**config.mk**
```make
export PLATFORM = sky130hd
export DESIGN_NAME = lpc_datapath
export DESIGN_NICKNAME = d
export VERILOG_FILES = /design/src/common/lpc_pkg.sv /design/src/hdl/lpc_datapath.sv
export SDC_FILE = /design/constraint.sdc
export NUM_CORES = 2
export LEC_CHECK = 0
export ABC_AREA = 1
export BUFFER_PORTS_ARGS = -buffer_cell sky130_fd_sc_hd__buf_2
export CAP_MARGIN = 20
export CORE_AREA = 2 2 268 270
export DETAILED_ROUTE_END_ITERATION = 16
export DIE_AREA = 0 0 270 272
export GPL_TIMING_DRIVEN = 0
export PLACE_DENSITY = 0.82
export SLEW_MARGIN = 20
export SYNTH_ARGS = -nofsm -noshare
export SYNTH_HDL_FRONTEND = slang
export SYNTH_SLANG_ARGS = --single-unit
```
**constraint.sdc**
```tcl
create_clock -name clk -period 17.1 [get_ports clk]
set_input_delay 3.42 -clock clk [delete_from_list [all_inputs] [get_ports clk]]
set_output_delay 3.42 -clock clk [all_outputs]
set_load 0.05 [all_outputs]
```
**src/common/lpc_pkg.sv**
```systemverilog
// LPC recursion shared definitions
`default_nettype none

package lpc_pkg;

	// ------------------------------------------------------------------------
	// sizes
	// ------------------------------------------------------------------------

	// predictor order, lags 0 to ORDER
	localparam int ORDER = 10;

	// fixed point is signed two's complement, 16 fraction bits
	localparam int FRAC_BITS = 16;
	localparam int FIX_WIDTH = 34;

	// divider works on the numerator scaled by 2^FRAC_BITS
	localparam int DIV_WIDTH = 50;

	localparam int IDX_WIDTH = 4;

	// ------------------------------------------------------------------------
	// types
	// ------------------------------------------------------------------------

	typedef logic signed [FIX_WIDTH-1:0] fix_t;
	typedef logic [IDX_WIDTH-1:0] idx_t;

	// 1.0 in fix_t
	localparam fix_t FIX_ONE = fix_t'(1 << FRAC_BITS);

	// autocorrelation frame, element n is lag n
	typedef fix_t [ORDER:0] autocorr_t;

	// one word of the coefficient stream
	typedef struct packed
	{
		logic we;
		idx_t addr;
		fix_t value;
	} lpc_word_t;

	// datapath operations
	typedef enum logic [2:0]
	{
		DP_NONE,
		DP_CLEAR,
		DP_ACC,
		DP_LOAD_K,
		DP_UPD_COEF,
		DP_UPD_ERR
	} dp_op_t;

	typedef struct packed
	{
		dp_op_t op;
		fix_t lhs;
		fix_t rhs;
	} dp_cmd_t;

endpackage

`default_nettype wire
```
**src/hdl/lpc_datapath.sv**
```systemverilog
// Shared multiply-add datapath
`timescale 1ns/100ps
`default_nettype none

module lpc_datapath
(
	input logic clk,
	input logic rst,
	input lpc_pkg::dp_cmd_t dp_cmd,
	output lpc_pkg::fix_t acc,
	output lpc_pkg::fix_t k,
	output lpc_pkg::fix_t err,
	output lpc_pkg::fix_t mac_result
);

	lpc_pkg::fix_t mul_a;
	lpc_pkg::fix_t mul_b;
	lpc_pkg::fix_t product;
	lpc_pkg::fix_t add_a;
	lpc_pkg::fix_t sum;
	lpc_pkg::fix_t one_minus_kk;
	lpc_pkg::fix_t neg_lhs;
	lpc_pkg::fix_t k_next;
	logic signed [2*lpc_pkg::FIX_WIDTH-1:0] prod_full;

	// ------------------------------------------------------------------------
	// operand select for the single multiplier and adder
	// ------------------------------------------------------------------------

	// acc holds k * k when the error update is issued
	assign one_minus_kk = lpc_pkg::FIX_ONE - acc;

	always_comb
	begin
		mul_a = dp_cmd.rhs;
		mul_b = k;
		add_a = dp_cmd.lhs;
		case (dp_cmd.op)
			lpc_pkg::DP_ACC:
			begin
				mul_a = dp_cmd.lhs;
				mul_b = dp_cmd.rhs;
				add_a = acc;
			end
			lpc_pkg::DP_UPD_ERR:
			begin
				mul_a = err;
				mul_b = one_minus_kk;
			end
			default:
			begin
			end
		endcase
	end

	// full product, back to 16 fraction bits, truncated
	assign prod_full = mul_a * mul_b;
	assign product = lpc_pkg::fix_t'(prod_full >>> lpc_pkg::FRAC_BITS);
	assign sum = add_a + product;

	// lhs + rhs * k during a coefficient update
	assign mac_result = sum;

	// reflection coefficient, forced to zero at |k| >= 1.0
	assign neg_lhs = -dp_cmd.lhs;
	assign k_next = (neg_lhs >= lpc_pkg::FIX_ONE || neg_lhs <= -lpc_pkg::FIX_ONE) ? '0 : neg_lhs;

	always_ff @(posedge clk or negedge rst)
	begin
		if (!rst)
		begin
			acc <= '0;
			k <= '0;
			err <= '0;
		end
		else
		begin
			case (dp_cmd.op)
				lpc_pkg::DP_CLEAR:
				begin
					acc <= '0;
					err <= dp_cmd.lhs;
				end
				lpc_pkg::DP_ACC:
					acc <= sum;
				lpc_pkg::DP_LOAD_K:
					k <= k_next;
				lpc_pkg::DP_UPD_ERR:
					err <= product;
				default:
				begin
				end
			endcase
		end
	end

endmodule

`default_nettype wire

```
* After elaboration in Yosys (flattened, before gate mapping)
Cells that the tools add are included.
** Storage, ports and cells
- Register bits after elaboration :: 102
- Input bits :: 73
- Output and inout bits :: 136
- Word-level logic and storage cells :: 22
** Operators by class
- Add/sub/neg operators :: 3
- $mul :: 1
- Order comparisons :: 2
- Eq/ne operators :: 4
- Multiplexer cells :: 6
- Reductions and logical operators :: 3
** Operator list (number)
- 34-bit case mux with 2 select lines :: 4
- 34-bit 2-to-1 mux :: 2
- 34-bit by 34-bit multiplier with 50-bit output :: 1
- 34-bit adder :: 1
- 34-bit by 18-bit greater-or-equal comparator with 1-bit output (second input constant) :: 1
- 34-bit by 17-bit <= comparator with 1-bit output (second input constant) :: 1
- 34-bit negation :: 1
- 18-bit by 34-bit subtractor with 34-bit output (first input constant) :: 1
- 3-bit by 2-bit == test with 1-bit output (second input constant) :: 2
- 2-bit nonzero test :: 2
- 3-bit by 1-bit == test with 1-bit output (second input constant) :: 1
- 3-bit == test (second input constant) :: 1
- 1-bit logical OR :: 1

* Depth between registers and ports, before layout
- Depth after elaboration :: 5
- Depth in mapped cells :: 58
- Depth with buffers taken out :: 54

* Worst setup path after synthesis
OpenSTA, ideal clock, no wires.
- Kind :: input port to output port
- Start :: in dp_cmd[68] (netlist bit)
- End :: out mac_result[30]
- Arrival :: 13.548 ns
- Required time :: 13.680 ns
- Slack :: 0.132 ns
- Cell stages on the path :: 45
- Path buffers :: 4
- Cell sequence :: inv_1 -> nor2_4 -> nand2_2 -> nand2_2 -> inv_2 -> buf_2 -> clkbuf_1 -> buf_1 -> a21oi_1 -> clkbuf_1 -> nor2_1 -> fa_1 -> inv_1 -> fa_1 -> fa_1 -> inv_1 -> fa_1 -> ha_1 -> [... 9 more ...] -> o21ai_1 -> xor2_1 -> ha_1 -> fa_1 -> nand3_1 -> nand3_1 -> a21oi_1 -> inv_1 -> nand2_1 -> nand2_1 -> a21oi_1 -> o21ai_0 -> a21oi_1 -> o21ai_0 -> a21oi_1 -> o21bai_1 -> a21boi_0 -> xor2_1
** On the way
- Word-level cells in the longest chain between the ends :: 4
- Elaborated cells on any way between the ends :: 7
- Classes of those cells :: add/sub (1); mul (1); eq/ne (2); mux (3)
** RTL lines
- start: declaration :: line lpc_datapath.sv:9 : input lpc_pkg::dp_cmd_t dp_cmd,
- 3-bit == test / 3-bit by 2-bit == test with 1-bit output (equally long branches) :: line lpc_datapath.sv:38 : case (dp_cmd.op)
- 34-bit case mux with 2 select lines :: line lpc_datapath.sv:38
- 34-bit by 34-bit multiplier with 50-bit output :: line lpc_datapath.sv:57 : assign prod_full = mul_a * mul_b;
- 34-bit adder (*) :: line lpc_datapath.sv:59 : assign sum = add_a + product;
- end: declaration :: line lpc_datapath.sv:13 : output lpc_pkg::fix_t mac_result
Mark *: on every way between the ends. The rest lies on a longest branch, timed or not.

* Worst setup path in the final report
- Start :: in dp_cmd[70] (netlist bit)
- End :: out mac_result[33]
The elaborated chain is that of the path after synthesis.

==> run_results.csv <==
group,metric,value,unit
outcome,status,"complete, but fails checks",
outcome,failed_checks,"negative setup slack",
critical_path,cpPeakStageDelay,0.57,ns
yosys,synth-edff-count,0,
critical_path,crit_path_start_kind,"input pin",
detailed_routing,drtIter0Drc,5080,
critical_path,reg2reg_from,"acc[0]",
job,cap_violations,0,
cells_and_area,drive_above_1_share,14.0,%
clock_network,clock_latency,0.38,ns
yosys,ys_ff_latch,102,
sta,grt_setup_unrepaired,"yes",
floorplanning,die_w,270,µm
global_route,overflow,0,
detailed_routing,drc,0,
floorplanning,die_h,272,µm
sta,max_freq,57.6,MHz
floorplanning,die_area,73400,µm²
yosys,yosys_warnings,0,
detailed_routing,num_vias,39100,
sta,hold_viol,0,
sta,worstMarginPinSlew,0.918,ns
global_route,grt_pass1_vias,39500,
worst_hold_path,min_from,"k[31]",
floorplanning,ios,209,
sta,maxSlewHeadroom,38.8,%
critical_path,worst-setup-path-type,"in -> out",
critical_path,crit_top_cell,"inv_1",
detailed_routing,viasPerCell,5.97,
floorplanning,core-area,70800,µm²
clock_network,cts_buffer_depth,2,
sta,drv_slew,0,
floorplanning,rows,98,
sta,setup_ws,-0.263,ns
cells_and_area,nets,6819,
yosys,netlist_instances,5277,
placed_design,dpl_worst_slack,-3.47,ns
worst_hold_path,hold-path-endpoint,"k[31]",
yosys,syn_nets,6502,
placed_design,dp_hpwl,134,mm
detailed_routing,final_antenna_net_count,0,
critical_path,critPathArrivalTime,13.94,ns
critical_path,crit_slowest_cell,"fa_1",
placed_design,gp_congestion,1.09,
clock_network,root_buffer,"clkbuf_16",
clock_network,cts.sinks,102,
clock_network,cts_tree,"done",
critical_path,required,13.68,ns
critical_path,r2r_end,"acc[33]",
critical_path,cp-end-kind,"output pin",
detailed_routing,dr.pass1.iters,8,
worst_hold_path,worstHoldPathCells,2,
floorplanning,initial_core_util,58.1,%
cells_and_area,syn_to_final_growth,14.1,%
sta,period_needed,17.36,ns
global_route,grt_max_degree,57,
placed_design,portBuffers,208,
clock_network,cts_buffers,9,
critical_path,cp_max_fo,10,
cells_and_area,fillers,5785,
detailed_routing,wl,162,mm
yosys,netlist_area,41100,µm²
yosys,synth_top_flop_cell,"dfrtp_1",
clock_network,htree_levels,3,
sta,skew,0.0157,ns
global_route,antenna_found_initial,3,
detailed_routing,routedWlPerCell,24.7,µm
yosys,synthDistinctLibCells,57,
global_route,grt.total_usage,44.2,%
worst_hold_path,min_path_type,"reg -> reg",
critical_path,rrSetupSlack,5.86,ns
clock_network,clkTransAtPathRegs,0.08,ns
sta,fin_crit_sh,102,%
critical_path,r2r_cells,43,
sta,setup_viol,8,
yosys,avgSynthCellArea,7.80,µm²
global_route,grt_pass1_wl,240,mm
yosys,async_flop_share,100,%
yosys,ys_seq_area_share,6.20,%
Yosys cell counts (all sizes together), types with 4 or more instances:
library cell	instances	area share, %
inv	1337	12
nand2	1137	10
fa	935	45
nor2	554	5.2
ha	217	6.6
clkbuf	171	1.6
o21ai	168	2.1
a21oi	154	1.9
nand3	134	1.7
dfrtp	102	6.2
xor2	74	1.6
nand4	34	0.61
o221ai	30	0.64
xnor2	30	0.64
buf	29	0.33
o22ai	24	0.36
nor3	22	0.32
clkinv	16	0.15
a31oi	15	0.23
nand3b	10	0.18
o21a	10	0.18
a22oi	9	0.16
nor4	9	0.14
or2	9	0.14
o211ai	7	0.13
a21o	6	0.11
o21bai	6	0.11
o31ai	6	0.11
a211oi	4	0.073
a22o	4	0.085
and2	4	0.061
placed cells by master (no fill, tap or decap), types with 32 or more instances in the layout:
cell type	n
inv_1	1296
nand2_1	1087
fa_1	922
nor2_1	526
buf_2	204
ha_1	185
o21ai_0	136
nand3_1	125
buf_4	107
a21oi_1	103
dfrtp_1	102
clkbuf_2	61
xor2_1	53
clkbuf_1	43
a21oi_2	32
per-layer routing:
metal | GRT usage [%] | part of all wire [%] | vias up | wire length [µm]
li1 | - | - | 16100 | -
met1 | 54.4 | 33 | 19000 | 53500
met2 | 64.3 | 42 | 3195 | 68000
met3 | 17.0 | 16 | 902 | 25500
met4 | 30.7 | 9.1 | 4 | 14700
met5 | 0 | 0.014 | - | 23
worst max path at each step:
stage / startpoint / endpoint / slack [ns] / depth (start not counted)
after floorplan: dp_cmd[68] / mac_result[30] / 0.13 / 45
after global placement: dp_cmd[68] / mac_result[30] / -3.69 / 48
after detailed placement: dp_cmd[68] / mac_result[31] / -3.47 / 51
after CTS: dp_cmd[70] / mac_result[30] / -0.02 / 49
after global routing: dp_cmd[70] / mac_result[33] / -0.39 / 46
final: dp_cmd[70] / mac_result[33] / -0.26 / 46
layout make-up:
| type | instances | area (µm²) | area share, % |
|---|---|---|---|
| Inverter | 1353 | 5190 | 11.1 |
| Sequential cell | 102 | 2550 | 5.44 |
| Timing Repair Buffer | 311 | 1990 | 4.23 |
| Multi-Input combinational cell | 3621 | 34300 | 73.1 |
| Clock inverter | 7 | 83.8 | 0.179 |
| Antenna cell | 2 | 5.00 | 0.0107 |
| Buffer | 196 | 1420 | 3.02 |
| Tap cell | 950 | 1190 | 2.53 |
| Clock buffer | 9 | 225 | 0.480 |
state kept, by name, indices dropped and copies added, names as in the netlist:
signal  flops
acc        34
err        34
k          34
logic make-up after synthesis:
family,Yosys count,synth area share [%]
compound gates,451,6.30
xor+xnor,104,2.26
fa+ha+maj,1152,52.1
buf+inv,1554,14.3
flops,102,6.20
simple gates,1914,18.9
what timing repair did:
action / CTS / global route
setup endpoints to repair: 33 / 15
resized for setup: 519 / 151
pin swaps: 38 / 38
hold buffers: 0 / 0
buffers inserted: 61 / 35
critical path, delay by kind of cell:
kind,cells,cell delay (ns)
adders and majority gates,10,4.82
xor gates and xnor gates,1,0.17
buffers and inverters,16,2.20
AOI/OAI and AO/OA,2,0.62
and+or+nand+nor,17,2.72
per-stage QoR:
stage          std cells  hold WS [ns]  setup TNS (ns)  cell area, µm²  util [%]
3_5_place_dp        6442         0.511          -74.26           43500      61.5
6_report            6551         0.537          -0.842           46900      66.3
4_1_cts             6516         0.532         -0.0340           46000      65.0
3_3_place_gp        6435         0.498          -84.08           43400      61.3
5_1_grt             6549         0.555           -2.55           46900      66.3
2_1_floorplan       5277         0.770               0           41100         -
Power is left out: the tool's default activity adds up to more than one toggle a clock period on the data nets, which glitch-free logic cannot reach.
