`config.mk`:
```
export PLATFORM = sky130hd
export DESIGN_NAME = fixed_div
export DESIGN_NICKNAME = d
export VERILOG_FILES = /design/src/common/lpc_pkg.sv /design/src/hdl/fixed_div.sv
export SDC_FILE = /design/constraint.sdc
export NUM_CORES = 1
export LEC_CHECK = 0
export BUFFER_PORTS_ARGS = -buffer_cell sky130_fd_sc_hd__clkbuf_2
export CORE_UTILIZATION = 66
export DETAILED_ROUTE_END_ITERATION = 12
export GPL_TIMING_DRIVEN = 0
export HOLD_SLACK_MARGIN = 0.02
export PLACE_DENSITY = 0.95
export SLEW_MARGIN = 20
export SYNTH_ARGS = -nofsm -noshare
export SYNTH_HDL_FRONTEND = slang
export SYNTH_SLANG_ARGS = --single-unit
```
`constraint.sdc`:
```
create_clock -name clk -period 10.02 [get_ports clk]
set_input_delay 0.501 -clock clk [delete_from_list [all_inputs] [get_ports clk]]
set_output_delay 0.501 -clock clk [all_outputs]
set_load 0.01 [all_outputs]
```
`src/common/lpc_pkg.sv`:
```
// LPC recursion shared definitions
`default_nettype none

package lpc_pkg;

	// ------------------------------------------------------------------------
	// sizes
	// ------------------------------------------------------------------------

	// predictor order, lags 0 to ORDER
	localparam int ORDER = 10;

	// fixed point is signed two's complement, 16 fraction bits
	localparam int FRAC_BITS = 16;
	localparam int FIX_WIDTH = 34;

	// divider works on the numerator scaled by 2^FRAC_BITS
	localparam int DIV_WIDTH = 50;

	localparam int IDX_WIDTH = 4;

	// ------------------------------------------------------------------------
	// types
	// ------------------------------------------------------------------------

	typedef logic signed [FIX_WIDTH-1:0] fix_t;
	typedef logic [IDX_WIDTH-1:0] idx_t;

	// 1.0 in fix_t
	localparam fix_t FIX_ONE = fix_t'(1 << FRAC_BITS);

	// autocorrelation frame, element n is lag n
	typedef fix_t [ORDER:0] autocorr_t;

	// one word of the coefficient stream
	typedef struct packed
	{
		logic we;
		idx_t addr;
		fix_t value;
	} lpc_word_t;

	// datapath operations
	typedef enum logic [2:0]
	{
		DP_NONE,
		DP_CLEAR,
		DP_ACC,
		DP_LOAD_K,
		DP_UPD_COEF,
		DP_UPD_ERR
	} dp_op_t;

	typedef struct packed
	{
		dp_op_t op;
		fix_t lhs;
		fix_t rhs;
	} dp_cmd_t;

endpackage

`default_nettype wire
```
`src/hdl/fixed_div.sv`:
```
// Sequential fixed-point divider
`timescale 1ns/100ps
`default_nettype none

module fixed_div
(
	input logic clk,
	input logic rst,
	input logic start,
	input lpc_pkg::fix_t num,
	input lpc_pkg::fix_t den,
	output lpc_pkg::fix_t quotient,
	output logic done
);

	logic busy;
	logic load;
	logic neg;
	logic [$clog2(lpc_pkg::DIV_WIDTH)-1:0] cnt;
	logic [lpc_pkg::FIX_WIDTH-1:0] num_mag;
	logic [lpc_pkg::FIX_WIDTH-1:0] den_mag;
	logic [lpc_pkg::DIV_WIDTH-1:0] rem;
	logic [lpc_pkg::DIV_WIDTH-1:0] quo;
	logic [lpc_pkg::DIV_WIDTH-1:0] dvs;
	logic [lpc_pkg::DIV_WIDTH-1:0] cur_rem;
	logic [lpc_pkg::DIV_WIDTH-1:0] cur_quo;
	logic [lpc_pkg::DIV_WIDTH-1:0] cur_dvs;
	logic [lpc_pkg::DIV_WIDTH-1:0] nxt_rem;
	logic [lpc_pkg::DIV_WIDTH-1:0] nxt_quo;
	logic [lpc_pkg::DIV_WIDTH:0] shifted;
	logic [lpc_pkg::DIV_WIDTH:0] diff;

	assign load = start && !busy;
	assign num_mag = num[lpc_pkg::FIX_WIDTH-1] ? -num : num;
	assign den_mag = den[lpc_pkg::FIX_WIDTH-1] ? -den : den;

	// one restoring step, the first one already on the load edge
	always_comb
	begin
		if (load)
		begin
			cur_rem = '0;
			cur_quo = {num_mag, {lpc_pkg::FRAC_BITS{1'b0}}};
			cur_dvs = {{(lpc_pkg::DIV_WIDTH-lpc_pkg::FIX_WIDTH){1'b0}}, den_mag};
		end
		else
		begin
			cur_rem = rem;
			cur_quo = quo;
			cur_dvs = dvs;
		end
		shifted = {cur_rem, cur_quo[lpc_pkg::DIV_WIDTH-1]};
		diff = shifted - {1'b0, cur_dvs};
		if (shifted >= {1'b0, cur_dvs})
		begin
			nxt_rem = diff[lpc_pkg::DIV_WIDTH-1:0];
			nxt_quo = {cur_quo[lpc_pkg::DIV_WIDTH-2:0], 1'b1};
		end
		else
		begin
			nxt_rem = shifted[lpc_pkg::DIV_WIDTH-1:0];
			nxt_quo = {cur_quo[lpc_pkg::DIV_WIDTH-2:0], 1'b0};
		end
	end

	always_ff @(posedge clk or negedge rst)
	begin
		if (!rst)
		begin
			busy <= 1'b0;
			done <= 1'b0;
			neg <= 1'b0;
			cnt <= '0;
			rem <= '0;
			quo <= '0;
			dvs <= '0;
			quotient <= '0;
		end
		else
		begin
			done <= 1'b0;
			if (load)
			begin
				busy <= 1'b1;
				cnt <= '0;
				neg <= num[lpc_pkg::FIX_WIDTH-1] ^ den[lpc_pkg::FIX_WIDTH-1];
				rem <= nxt_rem;
				quo <= nxt_quo;
				dvs <= cur_dvs;
			end
			else if (busy)
			begin
				rem <= nxt_rem;
				quo <= nxt_quo;
				cnt <= cnt + 1'b1;
				// last quotient bit, sign applied to the truncated magnitude
				if (int'(cnt) == lpc_pkg::DIV_WIDTH - 2)
				begin
					busy <= 1'b0;
					done <= 1'b1;
					quotient <= neg ? -lpc_pkg::fix_t'(nxt_quo) : lpc_pkg::fix_t'(nxt_quo);
				end
			end
		end
	end

endmodule

`default_nettype wire

```
# After elaboration in Yosys (flattened, before gate mapping)
# Cells that the tools add are included.
# totals
regBits	193
latch_bits	0
mem_bits_rw	0
romBits	0
elab_cells	41
mem_count	0
# classes
add_sub_neg	5
n_mul	0
div_mod_pow	0
order_cmp	1
eq_ne	1
shift	0
n_mux	20
bitwise	2
reduce_logical	4
# ops
op	count
$mux 50	8
$mux 34	3
$neg 34->34	3
$ge 51x50->1	1
$sub 50x50->50	1
$mux 6	2
$mux 1	7
$add 6x1->6 const B	1
$eq 6x5->1 const B	1
$reduce_and 3->1	1
$reduce_bool 2->1	1
$logic_and 1x1->1	1
$logic_not 1->1	1
$not 1->1	1
$xor 1x1->1	1

# Depth between registers and ports, before layout
# logic_depth
word_depth	7
ltp_mapped	35
mapped_depth_nobuf	32

# Least setup slack after synthesis
# Ideal clock, no wire load.
# synth_path
path_type	input to register
startpoint	input port den[0]
endpoint	register quotient[30]
setup_time_ns	0.133
arrival_time_ns	6.324
setup_slack_ns	3.562
cell_stages	34
n_path_buf	3
cell_sequence	inv_1 -> ha_1 -> or3b_2 -> nor2b_4 -> nand2_1 -> or3_1 -> or3_1 -> o21ai_0 -> xor2_1 -> o21ai_0 -> inv_1 -> ha_1 -> buf_4 -> a21o_1 -> a21oi_1 -> o2111ai_1 -> nand2_1 -> nor2b_1 -> a21o_1 -> o21ai_2 -> nand2_1 -> inv_1 -> buf_2 -> buf_1 -> ha_1 -> o21ai_0 -> o21bai_1 -> a21o_1 -> inv_1 -> nand3_1 -> or3_1 -> o31ai_1 -> xor2_1 -> o21ai_0
# synth_between
elab_chain_len	7
# synth_rtl
element	line_no	source
start: declaration	fixed_div.sv:11	input lpc_pkg::fix_t den,
$neg 34->34	fixed_div.sv:35	assign den_mag = den[lpc_pkg::FIX_WIDTH-1] ? -den : den;
$mux 34 *	fixed_div.sv:35	
$mux 50 *	fixed_div.sv:40	if (load)
$ge 51x50->1 *	fixed_div.sv:54	if (shifted >= {1'b0, cur_dvs})
$mux 1 *	fixed_div.sv:54	
$neg 34->34 *	fixed_div.sv:101	quotient <= neg ? -lpc_pkg::fix_t'(nxt_quo) : lpc_pkg::fix_t'(nxt_quo);
$mux 34 *	fixed_div.sv:101	
end signal: assignment	fixed_div.sv:101	
end: declaration	fixed_div.sv:12	output lpc_pkg::fix_t quotient,
# Every way passes the cells marked *; elsewhere a longest branch is shown, timed or not.
# A chain may end at the register's enable or synchronous reset.

# Final worst setup path
# layout_path
startpoint	register busy
endpoint	register quotient[26]
# layout_between
elab_chain_len	7
# layout_rtl
element	line_no	source
start: declaration	fixed_div.sv:16	logic busy;
start signal: assignment	fixed_div.sv:70	busy <= 1'b0;
start signal: assignment	fixed_div.sv:84	busy <= 1'b1;
start signal: assignment	fixed_div.sv:99	busy <= 1'b0;
$logic_not 1->1	fixed_div.sv:33	assign load = start && !busy;
$logic_and 1x1->1	fixed_div.sv:33	
$mux 50	fixed_div.sv:40	
$ge 51x50->1	fixed_div.sv:54	
$mux 1	fixed_div.sv:54	
$neg 34->34	fixed_div.sv:101	
$mux 34	fixed_div.sv:101	
# Parallel ways exist; a longest one is shown, timed or not.

==> summary.txt <==
Critical path
  – Worst EP required: 10.34 ns
  – R2R cell count: 32
  – Crit. End Element: register
  – Crit path buffers/inverters: 11
  – Delay-heaviest family, CP: buffers and inverters
  – Slowest CP cell: dfrtp_1
  – Critical path class: reg2reg
  – Critical path launch point type: register
  – Slowest stage delay, CP: 0.62 ns
  – Worst R2R Start: busy
  – R2R Setup Slk: 0.53 ns
  – Cell mode on critical path: o21ai_0
  – CP Max Fanout: 11
  – Worst r2r dst: quotient[26]
  – CP arrival: 9.81 ns

CTS
  – Num CTS Buffers: 17
  – Clock Latency Late Sink: 0.46 ns
  – CTS Root Cell: clkbuf_16
  – Clk sinks: 193
  – Clk buf depth: 2
  – Clock-pin slew on the worst setup and hold paths: 0.09 ns
  – CTS tree: yes
  – Setup bufs post-CTS: 0
  – H-tree depth: 4

Hold path
  – Worst hold start: den[32]
  – Hold crit path type: in2reg
  – WHS Endpoint: dvs[33]
  – WHS Path Cells: 3

Finish
  – Final net count: 1916
  – Fillers: 1493
  – Ant diodes: 0
  – Final Instance Area: 15200 µm²
  – Layout cell share with drive strength beyond 1: 10.6%
  – Syn-to-layout area delta: 11.2%

Timing
  – Period utilization: 94.7%
  – Fin crit period: 9.49 ns
  – PnR worst setup slack: 0.526 ns
  – Max-slew violations: 0
  – FMAX: 105 MHz
  – Final setup viols: 0
  – Clock skew: 0.0165 ns
  – Least-Margin Pin Slew: 0.854 ns
  – RSZ-0062 raised after global routing: no
  – Slew margin rel.: 42.8%
  – Final hold vios: 0
  – Setup TNS: 0 ns

Synthesis
  – Compound-cell area share of the yosys netlist: 23.8%
  – Simple logic cell fraction of the synthesized area: 20.1%
  – Xor/xnor cell area share of the yosys netlist: 8.34%
  – Yosys Warn Count: 0
  – Post-synthesis cell count: 1664
  – Area share of fa/ha/maj cells after synthesis: 5.26%
  – Largest area contributor in the netlist: dfrtp_1
  – Async S/R FF share, synth: 100%
  – Mapped Nets: 1791
  – FF+latch count, synth: 193
  – Predominant post-synthesis flop cell: dfrtp_1
  – Mapped Area: 13600 µm²
  – Largest family of logic cells by synthesized area: compound AO/OA/AOI/OAI gates
  – Seq/Total Area, Yosys: 35.4%
  – EDFF count, synth: 0
  – Unique masters post-synth: 88
  – Share of the synthesized area in the top cell type: 35.4%
  – Synth area leaders: dfrtp_1 (35%), o21ai_0 (7.5%), nand2_1 (6.5%)
  – Mux cell area share after synthesis: 1.94%
  – Syn avg cell area: 8.20 µm²

Power and ir drop
  – Clk network pwr share: 12.2%
  – Sw power: 2760 µW
  – VDD IR-drop max: 0.000223 V
  – Pwr Density: 374 nW/µm²
  – Sequential power share: 24.6%
  – Switching Fraction: 48.7%
  – Power share of the combinational group: 63.2%
  – P_leak: 0.00675 µW
  – Int Pwr: 2910 µW

Detailed routing
  – Wirelength, routed: 41700 µm
  – Drt pass-1 iters: 6
  – Residual DRC: 0
  – Post-route ant nets: 0
  – Routed vias: 13600
  – Initial DRC Count: 1560
  – Via density: 6.54
  – Wire length per cell: 20.1 µm

Global route
  – Largest net degree at the start of global routing: 86
  – Initial antenna violation count: 0
  – Grt total ovfl: 0
  – Vias in the first global route: 13000
  – All-Layer GR Usage: 39.6%
  – First-pass GRT wire length: 66400 µm

Place
  – Final HPWL DP: 31000 µm
  – Placed Area: 14600 µm²
  – Pre-CTS setup slack: 0.561 ns
  – Gpl congestion: 0.982
  – Port buffer count: 103

Floorplan
  – IO Pins: 106
  – # rows: 52
  – Die X: 146 µm
  – Core Area: 20200 µm²
  – Starting Density: 67.4%
  – Die height: 146 µm
  – Die Footprint: 21300 µm²

Job
  – Total of max-cap violations: 0

Status
  – Status: completed
Yosys cell counts (20+ instances only):
library cell,count
mux2i_1,22
nor2_1,108
o21ai_0,205
nand2_1,238
o31ai_1,24
ha_1,55
a21oi_1,93
and2_1,66
xnor2_1,48
nor3_1,24
a31oi_1,20
a21o_1,25
a32oi_1,22
nand3_1,31
dfrtp_1,193
inv_1,75
clkbuf_1,71
xor2_1,82
power by group through the flow:
| stage | clock network, µW | registers [µW] | logic, µW |
|---|---|---|---|
| floorplan | 0 | 1350 | 2580 |
| global placement | 0 | 1380 | 3320 |
| detailed placement | 0 | 1390 | 3450 |
| CTS | 684 | 1380 | 3480 |
| global route | 715 | 1430 | 3920 |
| finish | 691 | 1400 | 3580 |
cell families after synthesis:
kind of cell             Yosys count
AND/OR/NAND/NOR                  575
AO/OA/AOI/OAI                    514
flip-flops                       193
buffers and inverters            169
XOR/XNOR                         130
adder cells (fa/ha/maj)           57
multiplexers                      26
metal layers:
layer | track usage [%] | vias up | part of all wire (%)
li1 | - | 6159 | -
met1 | 51.0 | 6400 | 40
met2 | 60.2 | 827 | 44
met3 | 12.2 | 162 | 12
met4 | 19.7 | 2 | 4.4
met5 | 2.05 | - | 0.13
through the flow:
stage               utilization (%)  total power (µW)  std cells  hold WS (ns)
floorplan                         -              3930       1664         0.205
global placement               71.6              4700       2037         0.451
detailed placement             72.0              4840       2039         0.457
CTS                            74.9              5540       2072         0.393
global route                   75.0              6070       2072         0.412
finish                         75.0              5670       2072         0.422
worst max path at each step:
stage,from,to,slack (ns),depth (start not counted)
2_1_floorplan,den[0],quotient[30],3.56,34
3_3_place_gp,start,quotient[30],0.64,33
3_5_place_dp,start,quotient[26],0.56,33
4_1_cts,busy,quotient[26],0.54,32
5_1_grt,busy,quotient[30],0.08,32
6_report,busy,quotient[26],0.53,32
tightest hold or removal path: stages:
cell and delay, ns:
clkbuf_2 0.10, nand2b_1 0.11, o41ai_1 0.11
cell usage in the layout (no fill, tap or decap), drive strengths merged, types with 14 or more instances in the layout:
cell type,instances
nand2b,15
a31oi,20
nor2,108
o21ai,208
and2,66
nand3,31
clkbuf,194
xnor2,48
nor3,24
a21oi,93
nand2,238
dfrtp,193
o31ai,25
or3,17
nand4,14
ha,55
a32oi,22
a22o,14
xor2,82
a21o,25
inv,83
buf,20
mux2i,22
layout make-up:
type / instances / area (µm²) / area share [%]
Multi-Input combinational cell: 1302 / 8120 / 53.5
Sequential cell: 193 / 4830 / 31.8
Timing Repair Buffer: 106 / 589 / 3.89
Clock buffer: 18 / 429 / 2.83
Buffer: 93 / 417 / 2.75
Tap cell: 270 / 338 / 2.23
Inverter: 76 / 285 / 1.88
Clock inverter: 14 / 161 / 1.06
flip-flops by register name, indices dropped and copies added (netlist names):
signal,count
busy,1
cnt,6
done,1
dvs,50
neg,1
quo,50
quotient,34
rem,50
repair_timing:
| item | 4_1_cts | 5_1_grt |
|---|---|---|
| hold buffers | 1 | 0 |
| gates resized for setup | 0 | 7 |
| endpoints found under the setup margin | 0 | 4 |
| hold endpoints to repair | 18 | 0 |
No activity file was read; power rests on OpenSTA's default activity.
