File: config.mk
export PLATFORM = sky130hd
export DESIGN_NAME = recursion_fsm
export DESIGN_NICKNAME = d
export VERILOG_FILES = /design/src/common/lpc_pkg.sv /design/src/levinson/recursion_fsm.sv
export SDC_FILE = /design/constraint.sdc
export NUM_CORES = 1
export LEC_CHECK = 0
export ABC_AREA = 1
export BUFFER_PORTS_ARGS = -buffer_cell sky130_fd_sc_hd__buf_2
export CORE_AREA = 4 4 322 324
export CTS_CLUSTER_DIAMETER = 100
export DETAILED_ROUTE_END_ITERATION = 10
export DIE_AREA = 0 0 326 328
export GPL_TIMING_DRIVEN = 0
export SYNTH_ARGS = -nofsm -noshare
export SYNTH_HDL_FRONTEND = slang
export SYNTH_SLANG_ARGS = --single-unit
File: constraint.sdc
create_clock -name clk -period 2.8 [get_ports clk]
set_clock_uncertainty 0.1 [all_clocks]
set_input_delay 0 -clock clk [delete_from_list [all_inputs] [get_ports clk]]
set_output_delay 0 -clock clk [all_outputs]
set_load 0.01 [all_outputs]
File: src/common/lpc_pkg.sv
// LPC recursion shared definitions
`default_nettype none

package lpc_pkg;

	// ------------------------------------------------------------------------
	// sizes
	// ------------------------------------------------------------------------

	// predictor order, lags 0 to ORDER
	localparam int ORDER = 10;

	// fixed point is signed two's complement, 16 fraction bits
	localparam int FRAC_BITS = 16;
	localparam int FIX_WIDTH = 34;

	// divider works on the numerator scaled by 2^FRAC_BITS
	localparam int DIV_WIDTH = 50;

	localparam int IDX_WIDTH = 4;

	// ------------------------------------------------------------------------
	// types
	// ------------------------------------------------------------------------

	typedef logic signed [FIX_WIDTH-1:0] fix_t;
	typedef logic [IDX_WIDTH-1:0] idx_t;

	// 1.0 in fix_t
	localparam fix_t FIX_ONE = fix_t'(1 << FRAC_BITS);

	// autocorrelation frame, element n is lag n
	typedef fix_t [ORDER:0] autocorr_t;

	// one word of the coefficient stream
	typedef struct packed
	{
		logic we;
		idx_t addr;
		fix_t value;
	} lpc_word_t;

	// datapath operations
	typedef enum logic [2:0]
	{
		DP_NONE,
		DP_CLEAR,
		DP_ACC,
		DP_LOAD_K,
		DP_UPD_COEF,
		DP_UPD_ERR
	} dp_op_t;

	typedef struct packed
	{
		dp_op_t op;
		fix_t lhs;
		fix_t rhs;
	} dp_cmd_t;

endpackage

`default_nettype wire
File: src/levinson/recursion_fsm.sv
// Levinson recursion sequencer
`timescale 1ns/100ps
`default_nettype none

module recursion_fsm
(
	input logic clk,
	input logic rst,
	input logic start,
	input lpc_pkg::autocorr_t autocorr,
	input lpc_pkg::fix_t rd_a_val,
	input lpc_pkg::fix_t rd_b_val,
	input lpc_pkg::fix_t acc,
	input lpc_pkg::fix_t k,
	input lpc_pkg::fix_t err,
	input lpc_pkg::fix_t mac_result,
	input lpc_pkg::fix_t quotient,
	input logic div_done,
	output lpc_pkg::idx_t rd_a,
	output lpc_pkg::idx_t rd_b,
	output logic wr_en,
	output lpc_pkg::idx_t wr_idx,
	output lpc_pkg::fix_t wr_data,
	output logic swap,
	output logic clear,
	output lpc_pkg::dp_cmd_t dp_cmd,
	output logic div_start,
	output lpc_pkg::fix_t div_num,
	output lpc_pkg::fix_t div_den,
	output lpc_pkg::lpc_word_t lpc_out,
	output logic done
);

	typedef enum logic [3:0]
	{
		S_IDLE,
		S_CLEAR,
		S_SUM,
		S_DIV,
		S_WAIT,
		S_SETK,
		S_UPD,
		S_KK,
		S_ERR,
		S_OUT,
		S_GAP
	} state_t;

	state_t state;

	// i is the order, j walks the coefficients
	lpc_pkg::idx_t i;
	lpc_pkg::idx_t j;
	lpc_pkg::idx_t lag;

	assign lag = i - j;

	// acc holds R[i] + sum once the accumulate loop is over
	assign div_num = acc;
	assign div_den = err;

	// ------------------------------------------------------------------------
	// command decode
	// ------------------------------------------------------------------------

	always_comb
	begin
		rd_a = j;
		rd_b = lag;
		wr_en = 1'b0;
		wr_idx = j;
		wr_data = mac_result;
		swap = 1'b0;
		clear = 1'b0;
		div_start = 1'b0;
		dp_cmd.op = lpc_pkg::DP_NONE;
		dp_cmd.lhs = '0;
		dp_cmd.rhs = '0;
		case (state)
			S_IDLE:
			begin
				// new frame: empty bank, err preset from R0
				if (start)
				begin
					clear = 1'b1;
					dp_cmd.op = lpc_pkg::DP_CLEAR;
					dp_cmd.lhs = autocorr[0];
				end
			end
			S_CLEAR:
			begin
				dp_cmd.op = lpc_pkg::DP_CLEAR;
				dp_cmd.lhs = err;
			end
			S_SUM:
			begin
				// a[0] is 1.0, so the j = 0 term brings in R[i]
				dp_cmd.op = lpc_pkg::DP_ACC;
				dp_cmd.lhs = (j == '0) ? lpc_pkg::FIX_ONE : rd_a_val;
				dp_cmd.rhs = autocorr[lag];
			end
			S_DIV:
			begin
				div_start = 1'b1;
			end
			S_WAIT:
			begin
				if (div_done)
				begin
					dp_cmd.op = lpc_pkg::DP_LOAD_K;
					dp_cmd.lhs = quotient;
				end
			end
			S_SETK:
			begin
				// a_new[i] = k, acc freed for k * k
				wr_en = 1'b1;
				wr_idx = i;
				wr_data = k;
				dp_cmd.op = lpc_pkg::DP_CLEAR;
				dp_cmd.lhs = err;
			end
			S_UPD:
			begin
				wr_en = 1'b1;
				dp_cmd.op = lpc_pkg::DP_UPD_COEF;
				dp_cmd.lhs = rd_a_val;
				dp_cmd.rhs = rd_b_val;
			end
			S_KK:
			begin
				dp_cmd.op = lpc_pkg::DP_ACC;
				dp_cmd.lhs = k;
				dp_cmd.rhs = k;
			end
			S_ERR:
			begin
				dp_cmd.op = lpc_pkg::DP_UPD_ERR;
				swap = 1'b1;
			end
			default:
			begin
			end
		endcase
	end

	// ------------------------------------------------------------------------
	// state and counters
	// ------------------------------------------------------------------------

	always_ff @(posedge clk or negedge rst)
	begin
		if (!rst)
		begin
			state <= S_IDLE;
			i <= '0;
			j <= '0;
			lpc_out <= '0;
			done <= 1'b0;
		end
		else
		begin
			done <= 1'b0;
			lpc_out.we <= 1'b0;
			case (state)
				S_IDLE:
				begin
					if (start)
					begin
						i <= lpc_pkg::idx_t'(1);
						j <= '0;
						state <= S_SUM;
					end
				end
				S_CLEAR:
				begin
					j <= '0;
					state <= S_SUM;
				end
				S_SUM:
				begin
					if (j == i - 1'b1)
						state <= S_DIV;
					else
						j <= j + 1'b1;
				end
				S_DIV:
					state <= S_WAIT;
				S_WAIT:
				begin
					if (div_done)
						state <= S_SETK;
				end
				S_SETK:
				begin
					j <= lpc_pkg::idx_t'(1);
					// order 1 has no older coefficients to update
					state <= (i == lpc_pkg::idx_t'(1)) ? S_KK : S_UPD;
				end
				S_UPD:
				begin
					if (j == i - 1'b1)
						state <= S_KK;
					else
						j <= j + 1'b1;
				end
				S_KK:
					state <= S_ERR;
				S_ERR:
				begin
					if (i == lpc_pkg::idx_t'(lpc_pkg::ORDER))
					begin
						j <= '0;
						state <= S_OUT;
					end
					else
					begin
						i <= i + 1'b1;
						state <= S_CLEAR;
					end
				end
				S_OUT:
				begin
					lpc_out.we <= 1'b1;
					lpc_out.addr <= j;
					lpc_out.value <= (j == '0) ? lpc_pkg::FIX_ONE : rd_a_val;
					state <= S_GAP;
				end
				S_GAP:
				begin
					if (j == lpc_pkg::idx_t'(lpc_pkg::ORDER))
					begin
						done <= 1'b1;
						state <= S_IDLE;
					end
					else
					begin
						j <= j + 1'b1;
						state <= S_OUT;
					end
				end
				default:
					state <= S_IDLE;
			endcase
		end
	end

endmodule

`default_nettype wire

== After elaboration in Yosys (flattened, before gate mapping) ==
Cells that the tools add are included.
Word-level totals
  memories kept: 0
  bits in latches: 0
  register bits after elaboration: 52
  bits of input ports: 616
  memory bits (read-only): 0
  logic and storage cells: 79
  bits in writable memories: 0
  output and inout port bits: 229
Cells by class
  divide/modulo/power cells: 0
  shift-type cells: 0
  bitwise operators: 0
  multiplexer cells: 34
  reductions and logical operators: 11
  equality and inequality tests: 22
  order comparisons: 1
  add/sub/neg operators: 4
  $mul: 0
Operators by type and width (number)
  $pmux W34 S6: 1
  $bmux W34 S4: 1
  $mux W34: 3
  $pmux W34 S3: 1
  $mux W4: 13
  $pmux W4 S11: 1
  $mux W39: 1
  $mux W36: 1
  $mux W35: 1
  $pmux W4 S6: 1
  $eq A4 B4 Y1 const B: 5
  $pmux W3 S6: 1
  $eq A4 B3 Y1 const B: 4
  $ne A2 B2 Y1 const B: 8
  $add A4 B1 Y4 const B: 2
  $eq A4 B1 Y1 const B: 2
  $eq A4 B2 Y1 const B: 2
  $logic_not A4 Y1: 2
  $mux W1: 8
  $pmux W4 S2: 1
  $reduce_or A2 Y1: 4
  $reduce_bool A6 Y1: 1
  $lt A4 B5 Y1 const B: 1
  $reduce_and A5 Y1: 1
  6 further kinds: 6

== Logic depth before layout (Yosys ltp) ==
  word-level depth: 4
  depth in mapped cells: 15
  mapped depth without buffers: 12

== Worst setup path before layout ==
Ideal clock, no wire load.
  path type: register -> output
  from: reg i[0]
  to: out dp_cmd[14] (netlist name)
  required time: 2.700 ns
  slack: 0.380 ns
  data arrival time: 2.320 ns
  buffers on the path: 3
  cell stages (with the launch flop): 15
  cells stage by stage: dfrtp_1 inv_1 ha_1 inv_1 fa_1 buf_2 inv_2 buf_2 buf_2 nand3_1 nand3_1 nand2_1 nand2_1 nand3_1 nand2_1
RTL lines
  start, declared: RTL line recursion_fsm.sv:52  | lpc_pkg::idx_t i;
  start signal, assigned: RTL line recursion_fsm.sv:170  | i <= lpc_pkg::idx_t'(1);
  start signal, assigned: RTL line recursion_fsm.sv:218  | i <= i + 1'b1;
  end, declared: RTL line recursion_fsm.sv:26  | output lpc_pkg::dp_cmd_t dp_cmd,

==> results.toml <==
[grt]
antenna_found_initial = 50
grt_pass1_wl_um = 154000
grt_pass1_vias = 16600
gr-total-overflow = 0
grt_max_degree = 53
track_usage_pct = 21.6

[critical_path]
critPathCaptureType = "output port"
r2r_cells = 13
endpoint = "dp_cmd[30]"
critPathRequiredTime_ns = 2.70
r2r_slack_ns = 0.58
critPathMaxStageDelay_ns = 0.46
crit_arrival_ns = 2.93
slowest_stage = "fa_2"
crit_chain = "ha_4 -> inv_2 -> fa_2 -> buf_12 -> inv_16 -> buf_16 -> buf_4 -> nand3_1 -> nand3_1 -> nand2_1 -> nand2_1 -> nand3_2 -> nand2_2 -> buf_2"
critPathKind = "reg2out"
crit_start = "rd_a[0]$_DFFE_PN0P_"
path_buf_inv = 6
worstPathMaxFanout = 10
r2r-end = "rd_a[0]$_DFFE_PN0P_"
r2r-start = "i[0]$_DFFE_PN0P_"
cp-start-kind = "flop"
crit_cells = 14
critical_path.top_delay_family = "buffers and inverters"

[run_status]
violations = "setup timing"
status = "complete, but fails checks"

[die]
die_h_um = 328
ios = 845
start_util_pct = 9.45
core_um2 = 101000
die-area_um2 = 107000
die_w_um = 326
fp-row-count = 117

[cts]
clock_sinks = 52
clk_pin_slew_worst_paths_ns = 0.08
cts_inserted_buffers = 5
clk_latency_ns = 0.32
cts_tree = "built"
root_buffer = "clkbuf_16"
clk_path_buf_depth = 2
htree_num_levels = 2

[place]
dp_hpwl_um = 109000
portBuffers = 810
gp_congestion = 0.950
preCtsSetupSlack_ns = -1.57
post-place-cells = 4045

[synth]
yosys_warnings = 0
ys_ff_latch = 52
async_reset_ff_share_pct = 100
synth_ff_type = "dfrtp_1"
synth_area_um2 = 9560
seq_area_frac_synth_pct = 13.6
synth_edf_count = 0
synthDistinctLibCells = 34
syn_area_per_cell_um2 = 5.12
synthesis.nets = 2494
synthCells = 1867

[finish]
nFillCells = 11800
drive_gt1_share_pct = 48.3
layout.cells.most_common = "buf_2"
seqCellArea_um2 = 1310
multi_input_area_um2 = 8230
final_nets = 3373
area_growth_pct = 91.7
finalNonFillerCells = 4130
final_cell_mix = "buf_2 (828), nand2_1 (736), nand3_1 (175)"

[detailed_routing]
first_iter_violations = 1481
drc_errors = 0
ant_nets = 0
drt-total-wl_um = 123000
firstDrtPassIters = 5
drt-vias-per-instance = 4.09
route.vias.total = 16900
post_drt_wl_per_cell_um = 29.7

[timing]
hold_viol_final = 0
rsz0062_at_grt = "true"
final_max_slew_viol_count = 0
worst_pin_slew_ns = 0.993
min_period_ns = 3.03
finalCritPeriodShare_pct = 108
max_slew_margin_pct = 33.1
setup_viol = 34
fmax_mhz = 330
fin_ws_ns = -0.233

[power]
powerDensity_nw_per_um2 = 1580
p_leak_nw = 9.68
max-vdd-ir-drop_v = 0.00124

[min_path]
hold_class = "in2reg"

[flow_run]
cap_violations = 0
-- flip-flops by register name (all words and copies together), names as in the netlist --
name,count
lpc_out,39
i,4
rd_a,4
done,1
state,4
-- layer usage --
layer  global-route usage, %  up-vias  share of wire, %
li1                        -     7665                 -
met1                    28.2     7990                43
met2                    35.8     1043                46
met3                    3.77      208               6.9
met4                    7.74        4               4.6
met5                       0        -             0.022
-- per-stage QoR --
stage / util, % / TNS, ns / instance area [um2] / hold WS (ns) / total power [mW]
2_1_floorplan: - / 0 / 9560 / -0.396 / 11.0
3_3_place_gp: 15.1 / -43.04 / 15300 / 0.0857 / 21.5
3_5_place_dp: 15.2 / -41.14 / 15300 / 0.0240 / 21.5
4_1_cts: 17.6 / -8.48 / 17800 / 0.0425 / 27.9
5_1_grt: 18.1 / -8.92 / 18300 / 0.0903 / 31.0
6_report: 18.1 / -5.12 / 18300 / 0.0548 / 29.0
-- where the power goes --
part / switching, mW / internal [mW]
Combinational: 18.1 / 8.96
Clock: 0.363 / 0.451
Sequential: 0.193 / 1.01
-- cells in the mapped netlist, drive strengths merged, types with 2 or more instances --
master  instances  share of area (%)
dfrtp          52                 14
nand2         905                 36
o221ai          4               0.37
inv           112                4.4
xor2            3               0.67
clkbuf         41                1.6
buf           153                 10
or2             2               0.13
xnor2           2               0.26
a21oi          37                1.9
ha             10                1.3
mux2           25                2.9
nand3         251                 13
nor2           92                3.8
nand4          33                2.2
o21ai         138                7.2
-- final cells by class --
type / count / share of cell area [%]
clock buffers: 6 / 0.758
inverters: 113 / 2.46
multi-input cells: 1508 / 44.9
diodes: 15 / 0.205
clock inverters: 2 / 0.212
repair buffers: 872 / 27.0
flip-flops and latches: 52 / 7.12
plain buffers: 194 / 7.97
well taps: 1368 / 9.34
-- worst min path at each step --
stage,startpoint,depth (start not counted),slack (ns),to
after floorplan,rst,0,-0.40,done$_DFF_PN0_
after CTS,div_done,3,0.04,state[1]$_DFFE_PN0P_
after global placement,acc[21],2,0.09,div_num[21]
after global routing,acc[17],2,0.09,div_num[17]
after detailed placement,rst,1,0.02,rd_a[2]$_DFFE_PN0P_
final,div_done,3,0.05,state[1]$_DFFE_PN0P_
-- cells by family (layout without fill, tap and decap cells) --
| family | Yosys count | after routing | share of synthesized area [%] |
|---|---|---|---|
| AOI/OAI and AO/OA | 183 | 183 | 9.83 |
| xor gates and xnor gates | 5 | 5 | 0.929 |
| adders and majority gates | 11 | 11 | 1.52 |
| buffers and inverters | 307 | 1187 | 16.2 |
| DFF | 52 | 52 | 13.6 |
| muxes | 25 | 25 | 2.95 |
| other | 0 | 15 | 0 |
| and+or+nand+nor | 1284 | 1284 | 55.0 |
-- repair_timing --
action                                 CTS  global route
cloned                                   4             2
setup endpoints to repair               72            52
setup buffers                           22             0
hold buffers                            35             0
pin swaps                               83            79
resized for setup                      445           127
endpoints found under the hold margin   86             0
-- worst register-to-register path, stage by stage, from the launching register on --
cell,delay [ns]
dfrtp_2,0.43
inv_4,0.07
ha_4,0.20
buf_6,0.18
inv_2,0.15
buf_8,0.22
nand2_1,0.10
nor2_1,0.09
nand3_1,0.10
nor2_2,0.15
nand2_2,0.14
nand2_2,0.13
nand2_1,0.06
nand2_1,0.05
Note: power is estimated with default switching activity, not from simulation.
